**config.mk**
```make
export PLATFORM = sky130hd
export DESIGN_NAME = br_tag_unit
export DESIGN_NICKNAME = d
export VERILOG_FILES = /design/src/br_tag_pkg.sv /design/src/br_tag_if.sv /design/src/br_mask_ctrl.sv /design/src/br_checkpoint_store.sv /design/src/br_tag_regs.sv /design/src/br_tag_unit.sv
export VERILOG_INCLUDE_DIRS = /design/src /design/src/src
export SDC_FILE = /design/constraint.sdc
export NUM_CORES = 1
export LEC_CHECK = 0
export BUFFER_PORTS_ARGS = -buffer_cell sky130_fd_sc_hd__buf_4
export CORE_AREA = 3 3 144 146
export DETAILED_ROUTE_END_ITERATION = 10
export DIE_AREA = 0 0 147 149
export SLEW_MARGIN = 20
export SYNTH_ARGS = -nofsm -noshare
export SYNTH_HDL_FRONTEND = slang
export SYNTH_HIERARCHICAL = 1
export SYNTH_SLANG_ARGS = --single-unit
```
**constraint.sdc**
```tcl
create_clock -name clk -period 2.6 [get_ports clk]
set_input_delay 0.52 -clock clk [delete_from_list [all_inputs] [get_ports clk]]
set_output_delay 0.52 -clock clk [all_outputs]
set_load 0.005 [all_outputs]
```
**src/br_tag_cfg.svh**
```systemverilog
// ##########################################################
// Sizing macros for the branch tag unit and its Wishbone port
// ##########################################################
`ifndef BR_TAG_CFG_SVH
`define BR_TAG_CFG_SVH

// One mask bit per in-flight branch
`define BR_MASK_W 5

// Opaque rename snapshot word from the dispatcher
`define SNAP_W 8

// Wishbone word address and data widths
`define WB_ADR_W 5
`define WB_DAT_W 32

// Event counter width, counters saturate
`define CNT_W 16

`endif

```
**src/br_tag_pkg.sv**
```systemverilog
// ##########################################################
// Shared types and the lowest-zero helper for the tag unit
// ##########################################################
`default_nettype none
`include "br_tag_cfg.svh"

package br_tag_pkg;

  // Resolution reported by the ROB for one branch
  typedef enum logic [1:0] {
    BR_NONE    = 2'd0,
    BR_CORRECT = 2'd1,
    BR_WRONG   = 2'd2
  } br_state_e;

  // Register map in word addresses
  typedef enum logic [`WB_ADR_W-1:0] {
    REG_STATUS       = `WB_ADR_W'd0, // Mask low bits, full at bit 8
    REG_DISPATCH_CNT = `WB_ADR_W'd1,
    REG_CORRECT_CNT  = `WB_ADR_W'd2,
    REG_WRONG_CNT    = `WB_ADR_W'd3,
    REG_REFUSED_CNT  = `WB_ADR_W'd4,
    REG_CTRL         = `WB_ADR_W'd5  // Bit 0 written as 1 clears counters
  } reg_addr_e;

  // One-hot of the lowest clear bit, zero when the mask is all ones
  function automatic logic [`BR_MASK_W-1:0] lowest_zero(input logic [`BR_MASK_W-1:0] m);
    return ~m & (m + 1'b1); // Carry stops at the first zero, wraps to 0 when full
  endfunction

endpackage

`default_nettype wire

```
**src/br_tag_if.sv**
```systemverilog
// ##########################################################
// Per-cycle tag events from the mask controller
// ##########################################################
`timescale 1ns/1ps
`default_nettype none
`include "br_tag_cfg.svh"

interface br_tag_if;

  logic                  alloc;       // Dispatch accepted this cycle
  logic [`BR_MASK_W-1:0] alloc_bit;   // Granted tag, one-hot
  logic                  refused;     // Dispatch hit a full mask
  logic                  resolve;     // Correct or wrong resolution present
  logic                  wrong;       // Qualifies resolve as a misprediction
  logic [`BR_MASK_W-1:0] resolve_bit; // Tag of the resolving branch
  logic [`BR_MASK_W-1:0] mask;        // Registered live mask
  logic                  full;        // All tags in use

  // Mask controller drives every event
  modport ctrl (
    output alloc, alloc_bit, refused, resolve, wrong, resolve_bit, mask, full
  );

  // Snapshot store needs the grant and the resolving tag
  modport store (
    input alloc, alloc_bit, resolve, wrong, resolve_bit
  );

  // Register block counts events and reports status
  modport regs (
    input alloc, refused, resolve, wrong, mask, full
  );

endinterface

`default_nettype wire

```
**src/br_mask_ctrl.sv**
```systemverilog
// ##########################################################
// Branch mask register with allocate, clear and restore rules
// ##########################################################
`timescale 1ns/1ps
`default_nettype none
`include "br_tag_cfg.svh"

module br_mask_ctrl (
  input  logic                  clk,
  input  logic                  rst,
  input  logic                  is_br_i,       // Dispatch strobe, no ready
  input  br_tag_pkg::br_state_e br_state_i,    // Resolution from the ROB
  input  logic [`BR_MASK_W-1:0] br_dep_mask_i, // Dependency mask of resolving branch
  output logic [`BR_MASK_W-1:0] br_mask_o,
  output logic [`BR_MASK_W-1:0] br_bit_o,
  output logic                  full_o,
  br_tag_if.ctrl                tag
);

  import br_tag_pkg::*;

  logic [`BR_MASK_W-1:0] mask;      // Live tag mask
  logic [`BR_MASK_W-1:0] next_mask;
  logic [`BR_MASK_W-1:0] res_bit;   // Tag being resolved
  logic [`BR_MASK_W-1:0] cleared;   // Mask after a correct resolution
  logic [`BR_MASK_W-1:0] grant;     // Tag handed to a new dispatch
  logic                  is_correct;
  logic                  is_wrong;
  logic                  dispatch;  // Dispatch that is not overridden
  logic                  full;

  assign is_correct = (br_state_i == BR_CORRECT);
  assign is_wrong   = (br_state_i == BR_WRONG);

  // A branch's own tag is the first zero of the mask it was dispatched under
  assign res_bit = (is_correct || is_wrong) ? lowest_zero(br_dep_mask_i) : '0;

  // Free the resolved tag before looking for a new one
  assign cleared = is_correct ? (mask & ~res_bit) : mask;

  // Dispatch is dropped during a misprediction
  assign dispatch = is_br_i & ~is_wrong;
  assign grant    = dispatch ? lowest_zero(cleared) : '0;

  always_comb begin
    if (is_wrong) begin
      next_mask = br_dep_mask_i; // Roll back to the branch's view
    end else begin
      next_mask = cleared | grant;
    end
  end

  always_ff @(posedge clk) begin
    if (rst) begin
      mask <= '0;
    end else begin
      mask <= next_mask;
    end
  end

  assign full = &mask;

  assign br_mask_o = mask;
  assign br_bit_o  = res_bit; // Same cycle, the RS needs it immediately
  assign full_o    = full;

  // Events travel with the update they describe
  assign tag.alloc       = |grant;
  assign tag.alloc_bit   = grant;
  assign tag.refused     = dispatch & ~|grant; // Still full after any clear
  assign tag.resolve     = is_correct | is_wrong;
  assign tag.wrong       = is_wrong;
  assign tag.resolve_bit = res_bit;
  assign tag.mask        = mask;
  assign tag.full        = full;

  // Outside a rollback at most one new tag appears per cycle
  a_one_new_bit: assert property (@(posedge clk) disable iff (rst)
    !is_wrong |=> $countones(mask & ~$past(mask)) <= 1);

  // Snapshot store relies on no write during a recovery read
  a_wrong_no_alloc: assert property (@(posedge clk) disable iff (rst)
    (tag.resolve && tag.wrong) |-> !tag.alloc);

endmodule

`default_nettype wire

```
**src/br_checkpoint_store.sv**
```systemverilog
// ##########################################################
// Per-tag rename snapshots, read out on a misprediction
// ##########################################################
`timescale 1ns/1ps
`default_nettype none
`include "br_tag_cfg.svh"

module br_checkpoint_store (
  input  logic               clk,
  input  logic               rst,
  input  logic [`SNAP_W-1:0] snap_i,          // Snapshot offered with each dispatch
  output logic               recover_valid_o, // One-cycle pulse after a wrong resolution
  output logic [`SNAP_W-1:0] recover_snap_o,
  br_tag_if.store            tag
);

  logic [`SNAP_W-1:0] snap_mem [`BR_MASK_W]; // One slot per tag
  logic [`SNAP_W-1:0] rd_snap;
  logic               recover;

  assign recover = tag.resolve & tag.wrong;

  // Slot selected by the granted one-hot tag
  always_ff @(posedge clk) begin
    for (int i = 0; i < `BR_MASK_W; i++) begin
      if (tag.alloc && tag.alloc_bit[i]) begin
        snap_mem[i] <= snap_i;
      end
    end
  end

  // One-hot read mux, OR of the selected slots
  always_comb begin
    rd_snap = '0;
    for (int i = 0; i < `BR_MASK_W; i++) begin
      if (tag.resolve_bit[i]) begin
        rd_snap = rd_snap | snap_mem[i];
      end
    end
  end

  always_ff @(posedge clk) begin
    if (rst) begin
      recover_valid_o <= 1'b0;
    end else begin
      recover_valid_o <= recover; // Drops again the following cycle
    end
  end

  // Data only loads on a recovery, valid qualifies it
  always_ff @(posedge clk) begin
    if (recover) begin
      recover_snap_o <= rd_snap;
    end
  end

  // The OR mux above is only correct for a single selected slot
  a_resolve_onehot: assert property (@(posedge clk) disable iff (rst)
    tag.resolve |-> $onehot0(tag.resolve_bit));

endmodule

`default_nettype wire

```
**src/br_tag_regs.sv**
```systemverilog
// ##########################################################
// Wishbone classic slave with event counters and status
// ##########################################################
`timescale 1ns/1ps
`default_nettype none
`include "br_tag_cfg.svh"

module br_tag_regs (
  input  logic                 clk,
  input  logic                 rst,
  input  logic                 wb_cyc_i,
  input  logic                 wb_stb_i,
  input  logic                 wb_we_i,
  input  logic [`WB_ADR_W-1:0] wb_adr_i, // Word address
  input  logic [`WB_DAT_W-1:0] wb_dat_i,
  output logic [`WB_DAT_W-1:0] wb_dat_o,
  output logic                 wb_ack_o,
  br_tag_if.regs               tag
);

  import br_tag_pkg::*;

  localparam int NUM_CNT = 4;
  localparam int FULL_BIT = 8; // Full flag position in STATUS

  // Counter index 0 dispatch, 1 correct, 2 wrong, 3 refused
  logic [`CNT_W-1:0]    cnt [NUM_CNT];
  logic [NUM_CNT-1:0]   evt;
  logic                 req;     // New request, first clock of a cycle
  logic                 wr_en;
  logic                 clr;
  reg_addr_e            addr;
  logic [`WB_DAT_W-1:0] rd_data;

  // Ack high blocks a second request edge, so each cycle is two clocks
  assign req   = wb_cyc_i & wb_stb_i & ~wb_ack_o;
  assign wr_en = req & wb_we_i;
  assign addr  = reg_addr_e'(wb_adr_i);

  // Clear lands on the edge that raises ack
  assign clr = wr_en && (addr == REG_CTRL) && wb_dat_i[0];

  assign evt[0] = tag.alloc;
  assign evt[1] = tag.resolve & ~tag.wrong;
  assign evt[2] = tag.resolve & tag.wrong;
  assign evt[3] = tag.refused;

  always_ff @(posedge clk) begin
    if (rst) begin
      for (int i = 0; i < NUM_CNT; i++) begin
        cnt[i] <= '0;
      end
    end else if (clr) begin
      for (int i = 0; i < NUM_CNT; i++) begin
        cnt[i] <= '0; // Clear wins over a same-cycle event
      end
    end else begin
      for (int i = 0; i < NUM_CNT; i++) begin
        if (evt[i] && !(&cnt[i])) begin
          cnt[i] <= cnt[i] + 1'b1; // Hold at all ones
        end
      end
    end
  end

  // Read decode
  always_comb begin
    rd_data = '0;
    case (addr)
      REG_STATUS: begin
        rd_data[`BR_MASK_W-1:0] = tag.mask;
        rd_data[FULL_BIT]       = tag.full;
      end
      REG_DISPATCH_CNT: rd_data[`CNT_W-1:0] = cnt[0];
      REG_CORRECT_CNT:  rd_data[`CNT_W-1:0] = cnt[1];
      REG_WRONG_CNT:    rd_data[`CNT_W-1:0] = cnt[2];
      REG_REFUSED_CNT:  rd_data[`CNT_W-1:0] = cnt[3];
      default:          rd_data = '0; // CTRL reads back zero
    endcase
  end

  always_ff @(posedge clk) begin
    if (rst) begin
      wb_ack_o <= 1'b0;
    end else begin
      wb_ack_o <= req;
    end
  end

  // Read data captured with the request, stable while ack is high
  always_ff @(posedge clk) begin
    if (req) begin
      wb_dat_o <= rd_data;
    end
  end

  // Host sees exactly one ack per cycle even if stb stays high
  a_ack_single: assert property (@(posedge clk) disable iff (rst)
    wb_ack_o |=> !wb_ack_o);

endmodule

`default_nettype wire

```
**src/br_tag_unit.sv**
```systemverilog
// ##########################################################
// Branch tag unit top, mask, snapshots and host registers
// ##########################################################
`timescale 1ns/1ps
`default_nettype none
`include "br_tag_cfg.svh"

module br_tag_unit (
  input  logic                  clk,
  input  logic                  rst,
  // Dispatch side
  input  logic                  dispatch_br_i,
  input  logic [`SNAP_W-1:0]    dispatch_snap_i,
  // Resolution from the ROB
  input  br_tag_pkg::br_state_e resolve_state_i,
  input  logic [`BR_MASK_W-1:0] resolve_dep_mask_i,
  // Mask status
  output logic [`BR_MASK_W-1:0] br_mask_o,
  output logic [`BR_MASK_W-1:0] br_bit_o,
  output logic                  full_o,
  // Rename recovery
  output logic                  recover_valid_o,
  output logic [`SNAP_W-1:0]    recover_snap_o,
  // Host Wishbone
  input  logic                  wb_cyc_i,
  input  logic                  wb_stb_i,
  input  logic                  wb_we_i,
  input  logic [`WB_ADR_W-1:0]  wb_adr_i,
  input  logic [`WB_DAT_W-1:0]  wb_dat_i,
  output logic [`WB_DAT_W-1:0]  wb_dat_o,
  output logic                  wb_ack_o
);

  br_tag_if tag_bus (); // Shared event bus

  br_mask_ctrl u_mask_ctrl (
    .clk           (clk),
    .rst           (rst),
    .is_br_i       (dispatch_br_i),
    .br_state_i    (resolve_state_i),
    .br_dep_mask_i (resolve_dep_mask_i),
    .br_mask_o     (br_mask_o),
    .br_bit_o      (br_bit_o),
    .full_o        (full_o),
    .tag           (tag_bus.ctrl)
  );

  br_checkpoint_store u_ckpt (
    .clk             (clk),
    .rst             (rst),
    .snap_i          (dispatch_snap_i),
    .recover_valid_o (recover_valid_o),
    .recover_snap_o  (recover_snap_o),
    .tag             (tag_bus.store)
  );

  br_tag_regs u_regs (
    .clk      (clk),
    .rst      (rst),
    .wb_cyc_i (wb_cyc_i),
    .wb_stb_i (wb_stb_i),
    .wb_we_i  (wb_we_i),
    .wb_adr_i (wb_adr_i),
    .wb_dat_i (wb_dat_i),
    .wb_dat_o (wb_dat_o),
    .wb_ack_o (wb_ack_o),
    .tag      (tag_bus.regs)
  );

endmodule

`default_nettype wire

```
==> flow_metrics.env <==
export IMPL_synth_top_family_by_area="simple AND/OR/NAND/NOR gates"
export IMPL_hold_buffers=0
export IMPL_min_period_over_period_pct=93.2
export IMPL_antenna_cells=0
export IMPL_syn_avg_cell_area_sq_um=11.3
export IMPL_dieArea_sq_um=21900
export IMPL_layout_nets=754
export IMPL_clock_fmax_ghz=0.413
export IMPL_path_common_cell="buf_4"
export IMPL_arrival_ns=1.90
export IMPL_ys_flop_type="edfxtp_1"
export IMPL_fin_crit_ns=2.42
export IMPL_drc=0
export IMPL_grt_max_degree=17
export IMPL_row_count=51
export IMPL_clock_sinks=135
export IMPL_powerDensity_nw_per_um2=627
export IMPL_synthTopCellsByArea="edfxtp_1 (49%), dfxtp_1 (6.8%), a22oi_1 (4.4%)"
export IMPL_core_area_sq_um=19500
export IMPL_grtUsageTotal_pct=15.8
export IMPL_p_total_mw=5.19
export IMPL_synth_edf_count=112
export IMPL_fin_ws_ns=0.177
export IMPL_synthSimpleGateAreaFrac_pct=18.9
export IMPL_postCtsSetupBuffers=0
export IMPL_synthXorXnorAreaFrac_pct=5.15
export IMPL_routed_wl_microns=17000
export IMPL_antenna_found_initial=0
export IMPL_vias_per_cell=5.31
export IMPL_worstSetupEndpointType="output port"
export IMPL_cts_resized=0
export IMPL_hpwl_microns=12400
export IMPL_cp_slowest_stage_delay_ns=0.36
export IMPL_final_common_cell="edfxtp_1"
export IMPL_die_h_microns=149
export IMPL_tightest_slew_ns=0.770
export IMPL_worstSetupStartpointType="input port"
export IMPL_synthAdderAreaFrac_pct=1.10
export IMPL_dieWidth_microns=147
export IMPL_placed_cells=936
export IMPL_grt_ovfl_total=0
export IMPL_yosysWarnings=6
export IMPL_synth_mux_area_share_pct=0.294
export IMPL_root_buffer="clkbuf_16"
export IMPL_critPathBufInv=4
export IMPL_numCtsBuffers=17
export IMPL_cp_slowest_cell="ha_1"
export IMPL_min_path_type="in2reg"
export IMPL_cp_data_required_time_ns=2.08
export IMPL_postRouteAntennaNets=0
export IMPL_synth_compound_area_share_pct=12.5
export IMPL_io_buffers=63
export IMPL_vias=5144
export IMPL_stdcell_count=968
export IMPL_num_fill_cells=1862
export IMPL_area_growth_pct=21.6
export IMPL_status="finished, final reports clean"
export IMPL_clkTransAtPathRegs_ns=0.07
export IMPL_rsz0062_at_grt="no"
export IMPL_grt_pass1_wl_microns=27200
export IMPL_cp_top_family="simple AND/OR/NAND/NOR gates"
export IMPL_ys_seq_elements=135
export IMPL_syn_cell_area_sq_um=6810
export IMPL_worst_setup_path_type="in2out"
export IMPL_max_vdd_ir_drop_uv=477
export IMPL_drtIter0Drc=386
export IMPL_place_ws_ns=-0.203
export IMPL_power_leakage_nw=2.99
export IMPL_synthCells=602
export IMPL_worst_path_max_fanout=5
export IMPL_clk_latency_ns=0.42
export IMPL_holdWs_ns=0.303
export IMPL_crit_path_cell_trace="buf_4 > inv_1 > ha_1 > nand4b_1 > buf_4 > nor3b_1 > buf_4"
export IMPL_io_pins=111
export IMPL_synth_largest_area_cell="edfxtp_1"
export IMPL_drt_first_pass_iters=5
export IMPL_htree_num_levels=4
export IMPL_yosysTopAreaCellShare_pct=49.4
export IMPL_ff2ff_setup_slack_ns=0.30
export IMPL_slew_headroom_pct=48.6
export IMPL_synth_cell_types=65
export IMPL_ys_seq_area_share_pct=56.2
export IMPL_maxCapViolations=0
export IMPL_clockBufferDepth=2
export IMPL_gp_congestion=0.868
export IMPL_cts_tree="yes"
export IMPL_final_setup_skew_ns=0.00719
export IMPL_hold_violations=0
export IMPL_setup_viol=0
export IMPL_post_drt_wl_per_cell_microns=17.5
export IMPL_drive_above_1_share_pct=22.3
export IMPL_slew_viol_final=0
export IMPL_grt_pass1_vias=5021
export IMPL_start_util_pct=34.9
export IMPL_layout_common_cells="edfxtp_1 (112), buf_4 (92), nor2_1 (69), nand2_1 (50), a22oi_1 (40)"
export IMPL_synthArstFlopShare_pct=0
[cells in the mapped netlist, drive strengths merged (2+ instances only)]
cell,count
edfxtp,112
or4,5
dfxtp,23
xnor2,23
and2,7
nand2b,2
or4b,3
xor2,17
nor2b,3
a222oi,8
nand2,52
a211oi,2
nor3,11
inv,21
clkbuf,6
nand4,18
o21a,3
nor4,10
a22oi,40
nand3,34
o31a,3
buf,39
nor3b,5
o211ai,2
o21ai,12
nor2,71
and4,7
and3,4
a21boi,2
mux2i,2
o21bai,2
o311a,2
a21oi,17
ha,6
o31ai,5
or3,9
[per-layer routing]
| layer | wire length, microns | global-route usage [%] | vias up |
|---|---|---|---|
| li1 | - | - | 2409 |
| met4 | 215 | 4.47 | 0 |
| met5 | 0 | 0 | - |
| met1 | 7420 | 21.4 | 2521 |
| met3 | 1210 | 3.62 | 14 |
| met2 | 8120 | 25.6 | 200 |
[power by group]
group | internal (mW) | total, mW | switching, mW
Sequential | 2.43 | 2.52 | 0.0896
Clock | 1.28 | 2.31 | 1.03
Combinational | 0.166 | 0.365 | 0.199
Total | 3.87 | 5.19 | 1.32
[state kept, by name, indices dropped and copies added (netlist names)]
name / flops
u_ckpt/recover_snap_o: 8
u_ckpt/recover_valid_o: 1
u_regs/wb_ack_o: 1
u_ckpt/snap_mem: 40
u_regs/wb_dat_o: 16
u_mask_ctrl/br_mask_o: 5
u_regs/cnt: 64
[layout make-up]
type | count | area (sq um) | area share [%]
flip-flops and latches | 135 | 3820 | 46.2
clock buffers | 17 | 425 | 5.14
inverters | 21 | 78.8 | 0.952
repair buffers | 99 | 831 | 10.0
multi-input cells | 416 | 2640 | 31.9
well taps | 265 | 332 | 4.00
clock inverters | 15 | 148 | 1.78
[kinds of logic (layout without fill, tap and decap cells)]
kind of cell / Yosys count / after routing
flops: 135 / 135
xor+xnor: 40 / 40
fa+ha+maj: 6 / 6
compound gates: 107 / 107
simple gates: 245 / 245
other cells: 1 / 16
mux: 2 / 2
buf+inv: 66 / 152
[stage by stage]
stage	instance area (sq um)	utilization [%]	TNS [ns]
after floorplan	6870	-	0
after global placement	7710	39.5	-3.51
after detailed placement	7710	39.5	-7.93
after CTS	8280	42.4	0
after global routing	8280	42.4	0
final	8280	42.4	0
[worst paths after layout]
kind                                   from                               end  cells after the start
max                      resolve_state_i[0]                       br_bit_o[4]                      7
min                      dispatch_snap_i[5]  u_ckpt/snap_mem[0][21]$_DFFE_PP_                      1
max reg2reg  u_regs/cnt[3][0]$_SDFFCE_PN0P_   u_regs/cnt[3][10]$_SDFFCE_PN0P_                      5
min reg2reg   u_regs/cnt[2][6]$_SDFFE_PP0P_     u_regs/cnt[2][6]$_SDFFE_PP0P_                      2
No activity file was read; power rests on OpenSTA's default activity.
